<file path="config.mk">
export PLATFORM = sky130hd
export DESIGN_NAME = stackTop
export DESIGN_NICKNAME = d
export VERILOG_FILES = /design/src/common/stackPkg.sv /design/src/verilog/stackTop.sv /design/src/verilog/stackRegs.sv /design/src/stack/stackCore.sv /design/src/stack/stackMemory.sv
export VERILOG_INCLUDE_DIRS = /design/src /design/src/common
export SDC_FILE = /design/constraint.sdc
export NUM_CORES = 1
export LEC_CHECK = 0
export BUFFER_PORTS_ARGS = -buffer_cell sky130_fd_sc_hd__buf_4
export CORE_UTILIZATION = 30
export CTS_BUF_LIST = sky130_fd_sc_hd__clkbuf_8
export CTS_CLUSTER_SIZE = 40
export DETAILED_ROUTE_END_ITERATION = 16
export HOLD_SLACK_MARGIN = 0.03
export PLACE_DENSITY = 0.56
export SYNTH_ARGS = -nofsm -noshare
export SYNTH_HDL_FRONTEND = slang
export SYNTH_SLANG_ARGS = --single-unit
</file>
<file path="constraint.sdc">
create_clock -name clk -period 12.7 [get_ports clk]
set_clock_uncertainty 0.05 [all_clocks]
set_input_delay 2.54 -clock clk [delete_from_list [all_inputs] [get_ports clk]]
set_output_delay 2.54 -clock clk [all_outputs]
set_load 0.02 [all_outputs]
</file>
<file path="src/common/stack_cfg.svh">
// ----------------------------------------------------------------------
// stack geometry and AXI4-Lite register map
// depth is 2^STACK_IDX_BITS - 1 entries, limits share the index width
// ----------------------------------------------------------------------
`ifndef STACK_CFG_SVH
`define STACK_CFG_SVH

`define STACK_WIDTH    8
`define STACK_IDX_BITS 5
`define STACK_DEPTH    ((1 << `STACK_IDX_BITS) - 1)

`define AXI_ADDR_BITS 32
`define AXI_DATA_BITS 32

`define REG_UNDERFLOW 32'h0
`define REG_UPPER     32'h4
`define REG_LOWER     32'h8
`define REG_STATE     32'hC
// REG_STATE layout: index in the low bits, status from this bit up
`define REG_STATE_STATUS_LSB 8

`endif
</file>
<file path="src/common/stackPkg.sv">
// ----------------------------------------------------------------------
// types shared by the stack core, its register block and the top level
// widths come from stack_cfg.svh
// ----------------------------------------------------------------------
`include "stack_cfg.svh"

package stackPkg;

  // command port operations
  typedef enum logic [2:0] {
    opNone,        // refresh outputs only
    opPush,
    opPop,         // drops 1+data entries
    opReplace,
    opIndexReset,  // zero-fills when moving up
    opIndexPush,
    opUnderGet,
    opUnderSet
  } stackOp;

  typedef enum logic [2:0] {
    stNone,
    stEmpty,
    stFull,
    stUnderflow,
    stOverflow,
    stBadOffset
  } stackStatus;

  typedef struct packed {
    stackOp                     op;
    logic [`STACK_WIDTH-1:0]    data;
    logic [`STACK_IDX_BITS-1:0] offset;
    logic                       dropTos;  // opUnderSet only
  } stackCmd;

  // response word, one per accepted command
  typedef struct packed {
    stackStatus                 status;
    logic [`STACK_IDX_BITS-1:0] index;
    logic [`STACK_WIDTH-1:0]    tos;
    logic [`STACK_WIDTH-1:0]    nos;
    logic [`STACK_WIDTH-1:0]    third;
  } stackView;

  typedef struct packed {
    logic [`STACK_IDX_BITS-1:0] underflowLimit;
    logic [`STACK_IDX_BITS-1:0] upperLimit;
    logic [`STACK_IDX_BITS-1:0] lowerLimit;
  } stackLimits;

endpackage

</file>
<file path="src/verilog/stackTop.sv">
// ----------------------------------------------------------------------
// operand stack top level: command port, response port, AXI4-Lite limits
// resp has no back-pressure, respValid is a single-cycle pulse
// ----------------------------------------------------------------------
`timescale 1ns/1ps
`include "stack_cfg.svh"

module stackTop (
  input  logic                      clk,
  input  logic                      reset,
  input  stackPkg::stackCmd         cmd,
  input  logic                      cmdValid,
  output logic                      cmdReady,
  output stackPkg::stackView        resp,
  output logic                      respValid,
  input  logic [`AXI_ADDR_BITS-1:0] awaddr,
  input  logic                      awvalid,
  output logic                      awready,
  input  logic [`AXI_DATA_BITS-1:0] wdata,
  input  logic                      wvalid,
  output logic                      wready,
  output logic [1:0]                bresp,
  output logic                      bvalid,
  input  logic                      bready,
  input  logic [`AXI_ADDR_BITS-1:0] araddr,
  input  logic                      arvalid,
  output logic                      arready,
  output logic [`AXI_DATA_BITS-1:0] rdata,
  output logic [1:0]                rresp,
  output logic                      rvalid,
  input  logic                      rready
);

  import stackPkg::*;

  stackLimits limits;
  stackStatus status;
  logic [`STACK_IDX_BITS-1:0] index;

  // core to memory
  logic                       wrEn;
  logic [`STACK_IDX_BITS-1:0] wrAddr;
  logic [`STACK_WIDTH-1:0]    wrData;
  logic [`STACK_IDX_BITS-1:0] topIdx;
  logic [`STACK_IDX_BITS-1:0] peekAddr;
  logic [`STACK_WIDTH-1:0]    tos;
  logic [`STACK_WIDTH-1:0]    nos;
  logic [`STACK_WIDTH-1:0]    third;
  logic [`STACK_WIDTH-1:0]    peekData;

  stackRegs regs0 (
    .clk, .reset,
    .awaddr, .awvalid, .awready, .wdata, .wvalid, .wready,
    .bresp, .bvalid, .bready,
    .araddr, .arvalid, .arready, .rdata, .rresp, .rvalid, .rready,
    .limits, .index, .status
  );

  stackCore core0 (
    .clk, .reset,
    .cmd, .cmdValid, .cmdReady, .limits, .resp, .respValid,
    .wrEn, .wrAddr, .wrData, .topIdx, .peekAddr,
    .tos, .nos, .third, .peekData,
    .index, .status
  );

  stackMemory mem0 (
    .clk, .wrEn, .wrAddr, .wrData, .topIdx, .peekAddr,
    .tos, .nos, .third, .peekData
  );

endmodule

</file>
<file path="src/verilog/stackRegs.sv">
// ----------------------------------------------------------------------
// AXI4-Lite slave, single beat only, full-word writes (no WSTRB)
// limit registers plus read-only index/status, unmapped -> SLVERR
// ----------------------------------------------------------------------
`timescale 1ns/1ps
`include "stack_cfg.svh"

module stackRegs (
  input  logic                       clk,
  input  logic                       reset,
  input  logic [`AXI_ADDR_BITS-1:0]  awaddr,
  input  logic                       awvalid,
  output logic                       awready,
  input  logic [`AXI_DATA_BITS-1:0]  wdata,
  input  logic                       wvalid,
  output logic                       wready,
  output logic [1:0]                 bresp,
  output logic                       bvalid,
  input  logic                       bready,
  input  logic [`AXI_ADDR_BITS-1:0]  araddr,
  input  logic                       arvalid,
  output logic                       arready,
  output logic [`AXI_DATA_BITS-1:0]  rdata,
  output logic [1:0]                 rresp,
  output logic                       rvalid,
  input  logic                       rready,
  output stackPkg::stackLimits       limits,
  input  logic [`STACK_IDX_BITS-1:0] index,
  input  stackPkg::stackStatus       status
);

  localparam int IdxBits = `STACK_IDX_BITS;
  localparam logic [1:0] RespOkay   = 2'b00;
  localparam logic [1:0] RespSlvErr = 2'b10;

  logic awHeld;
  logic wHeld;
  logic [`AXI_ADDR_BITS-1:0] awAddrReg;
  logic [`AXI_DATA_BITS-1:0] wDataReg;

  logic [`AXI_DATA_BITS-1:0] readWord;
  logic readErr;

  // each channel takes one beat, then waits for the response to drain
  assign awready = !awHeld && !bvalid;
  assign wready  = !wHeld && !bvalid;
  assign arready = !rvalid;

  always_ff @(posedge clk) begin
    if (reset) begin
      awHeld <= 1'b0;
      wHeld  <= 1'b0;
      bvalid <= 1'b0;
      bresp  <= RespOkay;
      limits <= '0;
    end else begin
      if (awvalid && awready) begin
        awHeld    <= 1'b1;
        awAddrReg <= awaddr;
      end
      if (wvalid && wready) begin
        wHeld    <= 1'b1;
        wDataReg <= wdata;
      end
      if (awHeld && wHeld) begin  // both halves in, commit
        awHeld <= 1'b0;
        wHeld  <= 1'b0;
        bvalid <= 1'b1;
        bresp  <= RespOkay;
        case (awAddrReg)
          `REG_UNDERFLOW: limits.underflowLimit <= wDataReg[IdxBits-1:0];
          `REG_UPPER:     limits.upperLimit <= wDataReg[IdxBits-1:0];
          `REG_LOWER:     limits.lowerLimit <= wDataReg[IdxBits-1:0];
          `REG_STATE:     ;  // read-only, dropped
          default:        bresp <= RespSlvErr;
        endcase
      end
      if (bvalid && bready) bvalid <= 1'b0;
    end
  end

  always_comb begin
    readWord = '0;
    readErr  = 1'b0;
    case (araddr)
      `REG_UNDERFLOW: readWord[IdxBits-1:0] = limits.underflowLimit;
      `REG_UPPER:     readWord[IdxBits-1:0] = limits.upperLimit;
      `REG_LOWER:     readWord[IdxBits-1:0] = limits.lowerLimit;
      `REG_STATE: begin
        readWord[IdxBits-1:0] = index;
        readWord[`REG_STATE_STATUS_LSB +: 3] = status;
      end
      default: readErr = 1'b1;
    endcase
  end

  // read data one cycle after the AR handshake
  always_ff @(posedge clk) begin
    if (reset) begin
      rvalid <= 1'b0;
    end else if (arvalid && arready) begin
      rvalid <= 1'b1;
      rdata  <= readWord;
      rresp  <= readErr ? RespSlvErr : RespOkay;
    end else if (rready) begin
      rvalid <= 1'b0;
    end
  end

endmodule

</file>
<file path="src/stack/stackCore.sv">
// ----------------------------------------------------------------------
// operand stack control: command decode, index and status registers
// index moves upward zero-fill one word per cycle, cmdReady low meanwhile
// errors leave memory and index untouched
// ----------------------------------------------------------------------
`timescale 1ns/1ps
`include "stack_cfg.svh"

module stackCore (
  input  logic                       clk,
  input  logic                       reset,
  input  stackPkg::stackCmd          cmd,
  input  logic                       cmdValid,
  output logic                       cmdReady,
  input  stackPkg::stackLimits       limits,
  output stackPkg::stackView         resp,
  output logic                       respValid,
  output logic                       wrEn,
  output logic [`STACK_IDX_BITS-1:0] wrAddr,
  output logic [`STACK_WIDTH-1:0]    wrData,
  output logic [`STACK_IDX_BITS-1:0] topIdx,
  output logic [`STACK_IDX_BITS-1:0] peekAddr,
  input  logic [`STACK_WIDTH-1:0]    tos,
  input  logic [`STACK_WIDTH-1:0]    nos,
  input  logic [`STACK_WIDTH-1:0]    third,
  input  logic [`STACK_WIDTH-1:0]    peekData,
  output logic [`STACK_IDX_BITS-1:0] index,
  output stackPkg::stackStatus       status
);

  import stackPkg::*;

  localparam int IdxBits = `STACK_IDX_BITS;
  localparam logic [IdxBits-1:0] MaxIdx = IdxBits'(`STACK_DEPTH);

  typedef enum logic [1:0] {sIdle, sFill, sRespond} coreState;

  coreState state;
  logic accept;

  logic [IdxBits-1:0] fillPtr;    // next slot to clear
  logic [IdxBits-1:0] fillEnd;    // first slot not cleared
  logic [IdxBits-1:0] targetIdx;  // index once the fill is done
  logic [IdxBits-1:0] peekReg;
  logic peekResp;                 // resp.tos comes from the frame port

  // decode of the command on the port
  logic               decErr;
  logic               decWrite;
  logic               decFill;
  logic [IdxBits-1:0] decAddr;
  logic [IdxBits-1:0] decIdx;
  logic [IdxBits-1:0] peekNext;
  stackStatus         decStatus;
  int                 frameSize;
  int                 popRemain;

  function automatic stackStatus levelStatus(input logic [IdxBits-1:0] idx,
                                             input logic [IdxBits-1:0] uLimit);
    if (idx == MaxIdx) return stFull;
    if (idx == uLimit) return stEmpty;
    if (idx < uLimit) return stUnderflow;
    return stNone;
  endfunction

  assign frameSize = int'(limits.upperLimit) - int'(limits.lowerLimit);  // may go negative
  assign popRemain = int'(index) - int'(cmd.data);
  assign peekNext  = limits.lowerLimit + cmd.offset;

  always_comb begin
    decErr    = 1'b0;
    decWrite  = 1'b0;
    decFill   = 1'b0;
    decAddr   = index;
    decIdx    = index;
    decStatus = stNone;
    case (cmd.op)
      opPush: begin
        if (index == MaxIdx) begin
          decErr    = 1'b1;
          decStatus = stOverflow;
        end else begin
          decWrite = 1'b1;
          decIdx   = index + 1'b1;
        end
      end
      opPop: begin
        if (popRemain <= int'(limits.underflowLimit)) begin
          decErr    = 1'b1;
          decStatus = stUnderflow;
        end else begin
          decIdx = IdxBits'(popRemain - 1);
        end
      end
      opReplace: begin
        if (index <= limits.underflowLimit) begin
          decErr    = 1'b1;
          decStatus = stUnderflow;
        end else begin
          decWrite = 1'b1;
          decAddr  = index - 1'b1;
        end
      end
      opIndexReset: begin
        decIdx  = cmd.offset;
        decFill = cmd.offset > index;
      end
      opIndexPush: begin
        if (cmd.offset == MaxIdx) begin
          decErr    = 1'b1;
          decStatus = stOverflow;
        end else begin
          decWrite = 1'b1;          // data lands above the zeroed gap
          decAddr  = cmd.offset;
          decIdx   = cmd.offset + 1'b1;
          decFill  = cmd.offset > index;
        end
      end
      opUnderGet: begin
        if (int'(cmd.offset) >= frameSize) begin
          decErr    = 1'b1;
          decStatus = stBadOffset;
        end
      end
      opUnderSet: begin
        if (int'(cmd.offset) >= frameSize) begin
          decErr    = 1'b1;
          decStatus = stBadOffset;
        end else if (cmd.dropTos && (index == limits.underflowLimit)) begin
          decErr    = 1'b1;
          decStatus = stUnderflow;
        end else begin
          decWrite = 1'b1;
          decAddr  = peekNext;
          if (cmd.dropTos) decIdx = index - 1'b1;
        end
      end
      default: ;  // opNone just refreshes status
    endcase
    if (!decErr) begin
      decStatus = (cmd.op == opUnderGet) ? stNone : levelStatus(decIdx, limits.underflowLimit);
    end
  end

  assign cmdReady = (state != sFill);
  assign accept   = cmdValid && cmdReady;

  // single write port, the fill sequencer owns it while running
  always_comb begin
    if (state == sFill) begin
      wrEn   = 1'b1;
      wrAddr = fillPtr;
      wrData = '0;
    end else begin
      wrEn   = accept && decWrite;
      wrAddr = decAddr;
      wrData = cmd.data;
    end
  end

  always_ff @(posedge clk) begin
    if (reset) begin
      state    <= sIdle;
      index    <= '0;
      status   <= stEmpty;
      peekResp <= 1'b0;
    end else begin
      case (state)
        sFill: begin
          fillPtr <= fillPtr + 1'b1;
          if (fillPtr + 1'b1 == fillEnd) begin  // last zero written this cycle
            index  <= targetIdx;
            status <= levelStatus(targetIdx, limits.underflowLimit);
            state  <= sRespond;
          end
        end
        default: begin
          if (accept) begin
            peekReg  <= peekNext;
            peekResp <= (cmd.op == opUnderGet) && !decErr;
            if (decFill && !decErr) begin
              fillPtr   <= index;
              fillEnd   <= cmd.offset;
              targetIdx <= decIdx;
              state     <= sFill;
            end else begin
              if (!decErr) index <= decIdx;
              status <= decStatus;
              state  <= sRespond;
            end
          end else begin
            state <= sIdle;
          end
        end
      endcase
    end
  end

  assign topIdx   = index;
  assign peekAddr = peekReg;

  assign respValid = (state == sRespond);
  assign resp = '{
    status: status,
    index:  index,
    tos:    peekResp ? peekData : tos,
    nos:    nos,
    third:  third
  };

endmodule

</file>
<file path="src/stack/stackMemory.sv">
// ----------------------------------------------------------------------
// stack storage, one synchronous write port, combinational reads
// top reads return zero below the bottom, out-of-range peeks return zero
// ----------------------------------------------------------------------
`timescale 1ns/1ps
`include "stack_cfg.svh"

module stackMemory (
  input  logic                       clk,
  input  logic                       wrEn,
  input  logic [`STACK_IDX_BITS-1:0] wrAddr,
  input  logic [`STACK_WIDTH-1:0]    wrData,
  input  logic [`STACK_IDX_BITS-1:0] topIdx,
  input  logic [`STACK_IDX_BITS-1:0] peekAddr,
  output logic [`STACK_WIDTH-1:0]    tos,
  output logic [`STACK_WIDTH-1:0]    nos,
  output logic [`STACK_WIDTH-1:0]    third,
  output logic [`STACK_WIDTH-1:0]    peekData
);

  localparam int Depth   = `STACK_DEPTH;
  localparam int IdxBits = `STACK_IDX_BITS;

  logic [`STACK_WIDTH-1:0] mem [Depth];
  logic [`STACK_WIDTH-1:0] topWords [3];  // index-1, index-2, index-3

  always_ff @(posedge clk) begin
    if (wrEn && (int'(wrAddr) < Depth)) begin
      mem[wrAddr] <= wrData;
    end
  end

  // three words under the current index
  for (genvar k = 0; k < 3; k++) begin : gTop
    logic [IdxBits-1:0] addr;

    assign addr = topIdx - IdxBits'(k + 1);
    assign topWords[k] = (int'(topIdx) > k) ? mem[addr] : '0;
  end

  assign tos   = topWords[0];
  assign nos   = topWords[1];
  assign third = topWords[2];

  // frame access for underflow get
  assign peekData = (int'(peekAddr) < Depth) ? mem[peekAddr] : '0;

endmodule

</file>
Word level (Yosys, flattened, before mapping)
Memories as Yosys holds them, arrays and structs flattened. A register that Yosys moved wholly into a read port is not among the register bits.
Cells that the tools add are included.
- flip-flop bits (word level): 99
- memory bits (writable): 248
- bits of input ports: 121
- output and inout port bits: 75
- memories: 1
- memories (memory ; depth ; width ; read ports ; clocked after memory_dff ; wr ports ; RTL line ; text):
    mem0.mem ; 31 ; 8 ; 4 ; 1 ; 1 ; stackMemory.sv:24 ; logic [`STACK_WIDTH-1:0] mem [Depth];
- $add $sub $neg: 10
- magnitude comparators: 11
- equality and inequality tests: 27
- mux-type cells: 106
- bitwise logic cells: 2
- reduce and logical (&&, ||, !) cells: 39
- operators by type and width (cell ; number):
    == test 32 x 4 -> 1 bit (second input constant) ; 4
    two-way mux 5 bit ; 20
    two-way mux 3 bit ; 22
    == test 32 x 3 -> 1 bit (second input constant) ; 2
    zero test 32 bit ; 2
    two-way mux 8 bit ; 6
    two-way mux 1 bit ; 42
    >= comparator 6 x 32 -> 1 bit ; 1
    case mux 5 bit (5 select lines) ; 1
    == test 5 bit ; 4
    == test 5 bit (second input constant) ; 4
    case mux 5 bit (4 select lines) ; 1
    two-way mux 2 bit ; 9
    case mux 3 bit (6 select lines) ; 1
    adder 5 x 1 -> 5 bit (second input constant) ; 3
    case mux 5 bit (3 select lines) ; 1
    subtractor 5 x 2 -> 5 bit (second input constant) ; 3
    AND reduction 2 bit ; 7
    logical AND 1 bit ; 13
    == test 3 bit (second input constant) ; 4
    > comparator 5 x 1 -> 1 bit (second input constant) ; 2
    < comparator 5 bit ; 2
    < comparator 5 bit (second input constant) ; 2
    less-or-equal comparator 9 x 6 -> 1 bit ; 1
    other kinds (23) ; 38

Longest topological paths before layout
Gate-level depths: netlist (run 1).
- word-level depth: 21
- gate-level depth with buffers: 25

Modules after synthesis
A second synthesis (run 1) with hierarchy kept.
- cell total of the unflattened synthesis: 1868
- area total of the unflattened synthesis: 23274.8 um^2
- by module, submodules not included (module ; instances ; cells each ; area each (um^2)):
    stackMemory ; 1 ; 1167 ; 16244.3
    stackCore ; 1 ; 508 ; 4156.5
    stackRegs ; 1 ; 193 ; 2874.0

Worst setup path before layout (run 1)
OpenSTA, ideal clock, no wires.
- path type: input -> register
- from: input cmd[7] in the netlist's numbering
- to: register core0.status[1]
- arrival time: 6.641 ns
- required time: 12.558 ns
- slack: 5.916 ns
- stages on the path: 22
- path through: inv_1 ha_1 nor2b_1 o31ai_1 a21boi_0 ha_1 and3_1 a31oi_1 a221oi_1 nor2_1 mux2_2 a211oi_1 ha_1 nor2b_1 o21a_1 o21a_1 o21ai_0 nand2b_1 nand2b_1 o21ai_0 a21oi_1 o32ai_1
- longest elaborated chain between the ends: 17
- elaborated cells on any way between the ends: 35
- those cells by class: add/sub (2); order compare (2); eq/ne (3); mux (25); reduce/logical (3)
- RTL lines (element ; RTL line ; text):
    from (decl) ; stackTop.sv:11 ; input stackPkg::stackCmd cmd,
    subtractor 5 x 8 -> 9 bit (*) ; stackCore.sv:67 ; assign popRemain = int'(index) - int'(cmd.data);
    less-or-equal comparator 9 x 6 -> 1 bit or subtractor 5 x 2 -> 5 bit (tied branches) ; stackCore.sv:88, stackCore.sv:92 ;
    two-way mux 5 bit ; stackCore.sv:88 ; if (popRemain <= int'(limits.underflowLimit)) begin
    case mux 5 bit (5 select lines) ; stackCore.sv:77 ; case (cmd.op)
    < comparator 5 bit ; stackCore.sv:62 ; if (idx < uLimit) return stUnderflow;
    two-way mux 1 bit (2 in series) ; stackCore.sv:62 ;
    two-way mux 1 bit ; stackCore.sv:61 ; if (idx == uLimit) return stEmpty;
    two-way mux 1 bit ; stackCore.sv:140 ; if (!decErr) begin
    two-way mux 3 bit ; stackCore.sv:63 ; return stNone;
    two-way mux 3 bit ; stackCore.sv:62 ;
    two-way mux 3 bit ; stackCore.sv:61 ;
    two-way mux 3 bit ; stackCore.sv:141 ; decStatus = (cmd.op == opUnderGet) ? stNone : levelStatus(decIdx, limits.underflowLimit);
    two-way mux 3 bit ; stackCore.sv:140 ;
    two-way mux 3 bit ; stackCore.sv:181 ; if (decFill && !decErr) begin
    two-way mux 3 bit ; stackCore.sv:178 ; if (accept) begin
    two-way mux 3 bit ; stackCore.sv:168 ; case (state)
    to (signal assigned) ; stackCore.sv:165 ; status <= stEmpty;
    to (signal assigned) ; stackCore.sv:173 ; status <= levelStatus(targetIdx, limits.underflowLimit);
    to (signal assigned) ; stackCore.sv:188 ; status <= decStatus;
    to (decl) ; stackCore.sv:28 ; output stackPkg::stackStatus status
Every way passes the cells marked *; elsewhere a longest branch is shown, timed or not. The select of a mux whose other input is x is not followed.
A chain may end at the register's enable or synchronous reset.

==> flow_summary.ini, run 1 <==
[timing]
hold_violations = 0
worst_slew_pin_slew_ps = 1340
rsz0062_at_grt = false
worst_hold_slack_ps = 450
setup_violations = 0
post-route-min-period_ps = 7730
finalSetupTns_ps = 0
slew_viol_final = 0
relSlewSlack = 0.108
finalCritPeriodShare = 0.608
timing.fmax_ghz = 0.129

[yosys]
synth_top_cell_by_area = edfxtp_1
ys.flop_type = edfxtp_1
synth_area_mm2 = 0.0224
synthCells = 1580
synth_top_area_frac = 0.420
synth_edf_count = 314
async_flop_share = 0
yosysWarnings = 0
synth_cell_types = 82
yosys-top-cells-area = edfxtp_1 (42%), mux4_2 (27%), dfxtp_1 (3.2%)
avgSynthCellArea_um2 = 14.2
synth_seq_cells = 350
ys_seq_area_frac = 0.453

[floorplanning]
dieArea_mm2 = 0.0759
fp.dieH_um = 275
io_pins = 196
rows = 99
coreArea_mm2 = 0.0735
fp.dieW_um = 275
start_util = 0.305

[clock_tree]
clkLatencyLatePin_ps = 670
cts.sinks = 350
root_buffer = clkbuf_8
cts_resized = 0
h-tree-depth = 2
hold_buffers = 0
clkTransAtPathRegs_ps = 70
tritoncts = done
cts_setup_buffers = 0
clk_path_buf_depth = 3
numCtsBuffers = 57

[finish]
nNetsFinal = 1888
syn2layout_area_growth_pct = 15.6
seq_area_mm2 = 0.0102
drive_above_1_share = 0.356
multi_input_area_mm2 = 0.0117
nFillCells = 6941
final_cells = 2716

[drt]
met2_length_um = 33500
ant_nets = 0
drt_drc_violations_left = 0
met3_wirelength_um = 5660
via_per_inst = 5.75
drtPass1Iterations = 5
met1_length_um = 27500
top_layer_used = met4
wl_per_cell_um = 25.3
drt_iter0_drc = 1578
vias = 15600
wirelength_um = 68600

[grt]
overflow = 0
antenna_found_initial = 1
grt_usage = 0.180
grt_max_degree = 127
grt_pass1_vias = 15400
grt_pass1_wl_um = 101000

[worst_setup_path]
arrival_ps = 5140
path_max_fanout = 64
worstSetupStartpointType = register
path_class = reg2out
worstSetupEndpointType = output pin
required_ps = 10110

[power_and_ir_drop]
p_per_area_mw_per_mm2 = 133
p_leak_uw = 0.00860
peakVddDrop_v = 0.0000660

[flow_run]
cap_violations = 0

[placement]
post-place-cells = 2607
portBuffers = 142
detailed_place_hpwl_um = 45300
gp_congestion = 0.844

[min_path]
hp-class = reg2reg

[status]
outcome = finished, final reports clean
## where the power goes
part | switching [uW] | internal (uW) | total (uW)
Sequential | 28.9 | 1280 | 1310
Clock | 498 | 627 | 1130
Combinational | 599 | 426 | 1030
Total | 1130 | 2330 | 3460
## synth_stat cells, types with 5 or more instances
| cell | n |
|---|---|
| edfxtp_1 | 314 |
| nand3_1 | 14 |
| a21o_1 | 8 |
| a211oi_1 | 14 |
| nand2b_1 | 8 |
| clkbuf_1 | 54 |
| buf_2 | 24 |
| nor3_1 | 32 |
| o21a_1 | 12 |
| and2_1 | 16 |
| o21ai_0 | 44 |
| mux2_2 | 33 |
| nor4_1 | 22 |
| a21boi_0 | 5 |
| xnor2_1 | 16 |
| o22ai_1 | 10 |
| ha_1 | 57 |
| mux4_2 | 269 |
| nand2_1 | 93 |
| and3_1 | 17 |
| a21oi_1 | 56 |
| nor2b_1 | 20 |
| nand4_1 | 5 |
| dfxtp_1 | 36 |
| xor2_1 | 14 |
| inv_1 | 40 |
| a31oi_1 | 20 |
| buf_1 | 29 |
| nor2_1 | 110 |
| buf_4 | 28 |
| a311oi_1 | 20 |
| mux2i_1 | 55 |
## worst max-delay path: stages (launching register included)
cell and delay [ps]:
dfxtp_4 680, inv_1 390, ha_4 840, buf_4 860, mux4_2 590, and2_0 170, a211oi_1 260, a31oi_1 90
a21oi_1 190, nor2_1 140, buf_4 190
## cells in the final DEF (no fill, tap or decap), types with 25 or more instances in the layout
cell type	count
edfxtp_1	314
mux4_2	269
buf_4	181
nor2_1	106
nand2_1	93
clkbuf_8	60
a21oi_1	56
ha_1	56
inv_1	55
mux2i_1	55
o21ai_0	44
mux2_2	33
dfxtp_1	32
conb_1	26
nor3_1	25
## final timing paths
| path | slack [ps] | cells past startpoint | from | end |
|---|---|---|---|---|
| setup / recovery | 4970 | 10 | core0.index[0] | resp[7] |
| hold reg to reg | 450 | 2 | core0.status[1] | core0.status[1] |
| setup reg to reg | 6660 | 22 | core0.index[0] | core0.status[1] |
| hold / removal | 450 | 2 | core0.status[1] | core0.status[1] |
## registers in the layout, indices dropped and copies added (netlist names), 2 cells and up, named ones only
signal,cells
core0.status,3
core0.fillPtr,5
core0.fillEnd,5
core0.peekAddr,5
mem0.mem,248
regs0.wDataReg,5
regs0.awAddrReg,32
regs0.limits,15
regs0.rdata,8
core0.targetIdx,5
core0.index,5
core0.state,2
## per-stage QoR
step	utilization	power (uW)	area [um^2]	setup WS, ps
floorplan	-	1990	22500	5920
global placement	0.335	2340	24600	5040
detailed placement	0.335	2350	24600	5000
CTS	0.353	3480	25900	4940
global route	0.353	3590	25900	4700
finish	0.353	3460	25900	4970
## routing by layer
metal | vias up | global-route usage
li1 | 6668 | -
met5 | - | 0
met4 | 0 | 0.0574
met1 | 8042 | 0.239
met2 | 803 | 0.295
met3 | 117 | 0.0352
## final cells by class
cell class              instances  share of cell area
diodes                          1           0.0000965
flip-flops and latches        350               0.392
repair buffers                182              0.0532
multi-input cells            1075               0.453
inverters                      41             0.00593
clock inverters                48              0.0179
clock buffers                  60              0.0318
well taps                     959              0.0463
## kinds of logic (layout without fill, tap and decap cells)
family,count (synthesis),count (layout),share of synthesized area
AOI/OAI and AO/OA,230,230,0.0696
xor gates and xnor gates,30,30,0.0117
adders and majority gates,60,60,0.0345
buffers and inverters,180,331,0.0375
DFF,350,350,0.453
muxes,357,357,0.311
other,1,27,0.000167
and+or+nand+nor,372,372,0.0829
No activity file was read; power rests on OpenSTA's default activity.
==> run 2, diff against run 1 <==
Settings changed: PLACE_DENSITY 0.56 to 0.57.
Clock period 12.7 ns to 6.7 ns, I/O delays scaled along.
==> flow_summary.ini, run 2 (same netlist as run 1, synthesis figures left out) <==
[status]
outcome = finished, final reports clean

[grt]
grt_usage = 0.182
antenna_found_initial = 1
grt_pass1_wl_um = 102000
grt_max_degree = 140
overflow = 0
grt_pass1_vias = 16000

[clock_tree]
numCtsBuffers = 57
cts.sinks = 350
h-tree-depth = 2
tritoncts = done
cts_setup_buffers = 0
clkLatencyLatePin_ps = 660
cts_resized = 0
clk_path_buf_depth = 3
clkTransAtPathRegs_ps = 70
root_buffer = clkbuf_8
hold_buffers = 0

[worst_setup_path]
r2r_start = core0.index[0]
worstSetupStartpoint = core0.index[1]
required_ps = 5310
path_class = reg2out
worstSetupEndpointType = output pin
worstSetupStartpointType = register
path_max_fanout = 39
reg2reg_depth = 22
arrival_ps = 4810
r2r_slack_ps = 990

[flow_run]
cap_violations = 0

[floorplanning]
dieArea_mm2 = 0.0759
rows = 99
coreArea_mm2 = 0.0735
start_util = 0.305
fp.dieH_um = 275
io_pins = 196
fp.dieW_um = 275

[finish]
final_common_cell = edfxtp_1
syn2layout_area_growth_pct = 16.0
reg.largest.list = mem0.mem (248), regs0.awAddrReg (32), regs0.limits (15)
nNetsFinal = 1903
nFillCells = 6965
multi_input_area_mm2 = 0.0117
top_register = mem0.mem
drive_above_1_share = 0.363
largest_reg_flops = 248
seq_area_mm2 = 0.0102
final_cell_mix = edfxtp_1 (314), mux4_2 (269), buf_4 (196), nor2_1 (106), nand2_1 (93)

[timing]
slew_viol_final = 0
setup_violations = 0
fin_ws_ps = 499
hold_violations = 0
timing.fmax_ghz = 0.161
relSlewSlack = 0.185
finalSetupTns_ps = 0
rsz0062_at_grt = false
worst_slew_pin_slew_ps = 1220
post-route-min-period_ps = 6200
finalCritPeriodShare = 0.926

[power_and_ir_drop]
peakVddDrop_v = 0.000139
p_per_area_mw_per_mm2 = 253
p_leak_uw = 0.00866

[drt]
wirelength_um = 69000
via_per_inst = 5.74
vias = 15700
ant_nets = 0
drt_drc_violations_left = 0
drt_iter0_drc = 1887
wl_per_cell_um = 25.3
drtPass1Iterations = 5

[min_path]
hp-class = reg2reg
hold_depth = 1
holdCritStartpoint = core0.peekAddr[2]

[placement]
place_ws_ps = 208
portBuffers = 142
gp_congestion = 0.892
detailed_place_hpwl_um = 46500
run 2: cell count changes in the layout (fill, tap and decap cells not counted), sizes merged:
cell / change
buf: +15
inv: -5
clkinvlp: +4
clkbuf: +2
clkinv: -2
bufinv: -1
run 2: worst max-delay path: stages (launching register included):
cell and delay [ps]:
dfxtp_4 370, buf_4 570, ha_1 550, xor2_4 950
mux4_2 400, nor2_1 60, a311oi_1 550, a21oi_1 80
nor2_1 370, buf_4 230
run 2: path summary, 6_finish.rpt:
kind | endpoint
setup / recovery | resp[7]
hold / removal | register
setup reg to reg | core0.status[1]
hold reg to reg | register
run 2: layout make-up:
type | instances | area share
well taps | 959 | 0.0461
multi-input cells | 1075 | 0.450
repair buffers | 197 | 0.0573
inverters | 41 | 0.00592
clock inverters | 44 | 0.0171
diodes | 1 | 0.0000962
flip-flops and latches | 350 | 0.391
clock buffers | 62 | 0.0328
run 2: layer usage:
metal | share of wire | wire [um] | vias up | global-route usage
met4 | 0.033 | 2280 | 0 | 0.0672
li1 | - | - | 6690 | -
met1 | 0.39 | 26900 | 8026 | 0.235
met2 | 0.49 | 33700 | 806 | 0.300
met5 | 0 | 0 | - | 0
met3 | 0.089 | 6130 | 131 | 0.0402
run 2: stage by stage:
step / util / power, uW / std cells / hold WS, ps / area [um^2]
after floorplan: - / 3770 / 1605 / 425 / 22500
after global placement: 0.336 / 4450 / 2622 / 451 / 24700
after detailed placement: 0.336 / 4470 / 2622 / 451 / 24700
after CTS: 0.354 / 6600 / 2728 / 466 / 26000
after global routing: 0.354 / 6820 / 2729 / 478 / 26000
final: 0.354 / 6570 / 2729 / 460 / 26000
run 2: power breakdown:
| part | total (uW) | internal [uW] | switching [uW] |
|---|---|---|---|
| sequential | 2470 | 2430 | 42.5 |
| clock | 2120 | 1180 | 943 |
| combinational | 1980 | 818 | 1160 |
| total | 6570 | 4430 | 2150 |
==> run 3, diff against run 2 <==
--- a/constraint.sdc
+++ b/constraint.sdc
@@ -3,3 +3,3 @@
 set_input_delay 1.34 -clock clk [delete_from_list [all_inputs] [get_ports clk]]
 set_output_delay 1.34 -clock clk [all_outputs]
-set_load 0.02 [all_outputs]
+set_load 0.05 [all_outputs]
==> flow_summary.ini, run 3 (same netlist as run 1, synthesis figures left out) <==
[floorplanning]
rows = 99
fp.dieH_um = 275
start_util = 0.305
coreArea_mm2 = 0.0735
fp.dieW_um = 275
dieArea_mm2 = 0.0759
io_pins = 196

[finish]
multi_input_area_mm2 = 0.0117
final_cell_mix = edfxtp_1 (314), mux4_2 (269), buf_4 (191), nor2_1 (106), nand2_1 (93)
nNetsFinal = 1900
reg.largest.list = mem0.mem (248), regs0.awAddrReg (32), regs0.limits (15)
syn2layout_area_growth_pct = 15.1
final_common_cell = edfxtp_1
largest_reg_flops = 248
top_register = mem0.mem
drive_above_1_share = 0.357
nFillCells = 7014
final_area_mm2 = 0.0258
seq_area_mm2 = 0.0102
final_cells = 2730
final_util = 0.351

[timing]
finalSetupTns_ps = 0
relSlewSlack = 0.144
worst_slew_pin_slew_ps = 1280
post-route-min-period_ps = 6080
hold_violations = 0
finalCritPeriodShare = 0.908
slew_viol_final = 0
setup_violations = 0
rsz0062_at_grt = false
fin_ws_ps = 619
timing.fmax_ghz = 0.164

[power_and_ir_drop]
comb_power_share = 0.329
p_per_area_mw_per_mm2 = 251
internal_power_uw = 4180
p_leak_uw = 0.00857
clkPwrFrac = 0.288
peakVddDrop_v = 0.000139
power_frac_seq = 0.382
p_sw_uw = 2310
switching_share = 0.356

[grt]
antenna_found_initial = 2
grt_pass1_vias = 15600
overflow = 0
grt_usage = 0.180
grt_max_degree = 145
grt_pass1_wl_um = 101000

[clock_tree]
numCtsBuffers = 59
h-tree-depth = 2
cts_resized = 0
tritoncts = done
root_buffer = clkbuf_8
clkTransAtPathRegs_ps = 60
cts.sinks = 350
hold_buffers = 0
clkLatencyLatePin_ps = 670
clk_path_buf_depth = 3
cts_setup_buffers = 0

[worst_setup_path]
r2r_slack_ps = 900
path_class = reg2out
required_ps = 5310
path_max_fanout = 64
worstSetupEndpointType = output pin
worstSetupStartpointType = register
r2r_start = core0.index[1]
reg2reg_depth = 22
arrival_ps = 4690
crit-reg2reg-capture = core0.status[1]

[drt]
wl_per_cell_um = 25.2
ant_nets = 0
drt_iter0_drc = 1899
via_per_inst = 5.78
drt_drc_violations_left = 0
vias = 15800
drtPass1Iterations = 6
wirelength_um = 68800

[placement]
post-place-cells = 2617
detailed_place_hpwl_um = 46200
gp_congestion = 0.877
portBuffers = 142
placed_area_mm2 = 0.0247
place_ws_ps = 308

[min_path]
hold_depth = 2
holdCritStartpoint = core0.status[1]
holdPathEnd = core0.status[1]
hp-class = reg2reg

[status]
outcome = finished, final reports clean

[flow_run]
cap_violations = 0
-- run 3: critical path: stages, from the launching register on --
cell,delay [ps]
dfxtp_4,340
inv_1,440
ha_4,670
buf_4,840
mux4_2,610
and2_0,190
a211oi_1,220
a31oi_1,100
a21oi_1,200
nor2_1,130
buf_4,220
-- run 3: layout make-up --
type | instances | share of cell area
multi-input cells | 1075 | 0.453
flip-flops and latches | 350 | 0.394
repair buffers | 192 | 0.0563
well taps | 959 | 0.0465
clock buffers | 61 | 0.0325
clock inverters | 50 | 0.0117
inverters | 41 | 0.00596
diodes | 2 | 0.000194
-- run 3: worst max path at each step --
stage	slack [ps]	startpoint	to	depth (start not counted)
5_1_grt	400	core0.index[1]	resp[7]	10
6_report	620	core0.index[1]	resp[7]	10
2_1_floorplan	670	core0.index[1]	resp[3]	14
4_1_cts	610	core0.index[1]	resp[7]	10
3_3_place_gp	510	cmd[7]	core0.status[1]	23
3_5_place_dp	310	cmd[7]	core0.status[1]	23
-- run 3: stage by stage --
step | hold WS (ps) | power [uW]
after floorplan | 425 | 3940
after global placement | 453 | 4600
after detailed placement | 448 | 4630
after CTS | 462 | 6510
after global routing | 489 | 6740
final | 447 | 6490
-- run 3: power by group through the flow --
stage	Clock, uW	Sequential [uW]	Combinational [uW]
2_1_floorplan	0	2520	1420
3_3_place_gp	0	2520	2080
3_5_place_dp	0	2530	2100
4_1_cts	1920	2480	2110
5_1_grt	2010	2480	2240
6_report	1870	2480	2140
-- run 3: layer usage --
layer / up-vias / track usage / share of wire
met3: 148 / 0.0450 / 0.093
met4: 0 / 0.0762 / 0.039
li1: 6696 / - / -
met2: 899 / 0.291 / 0.48
met5: - / 0 / 0
met1: 8048 / 0.230 / 0.39
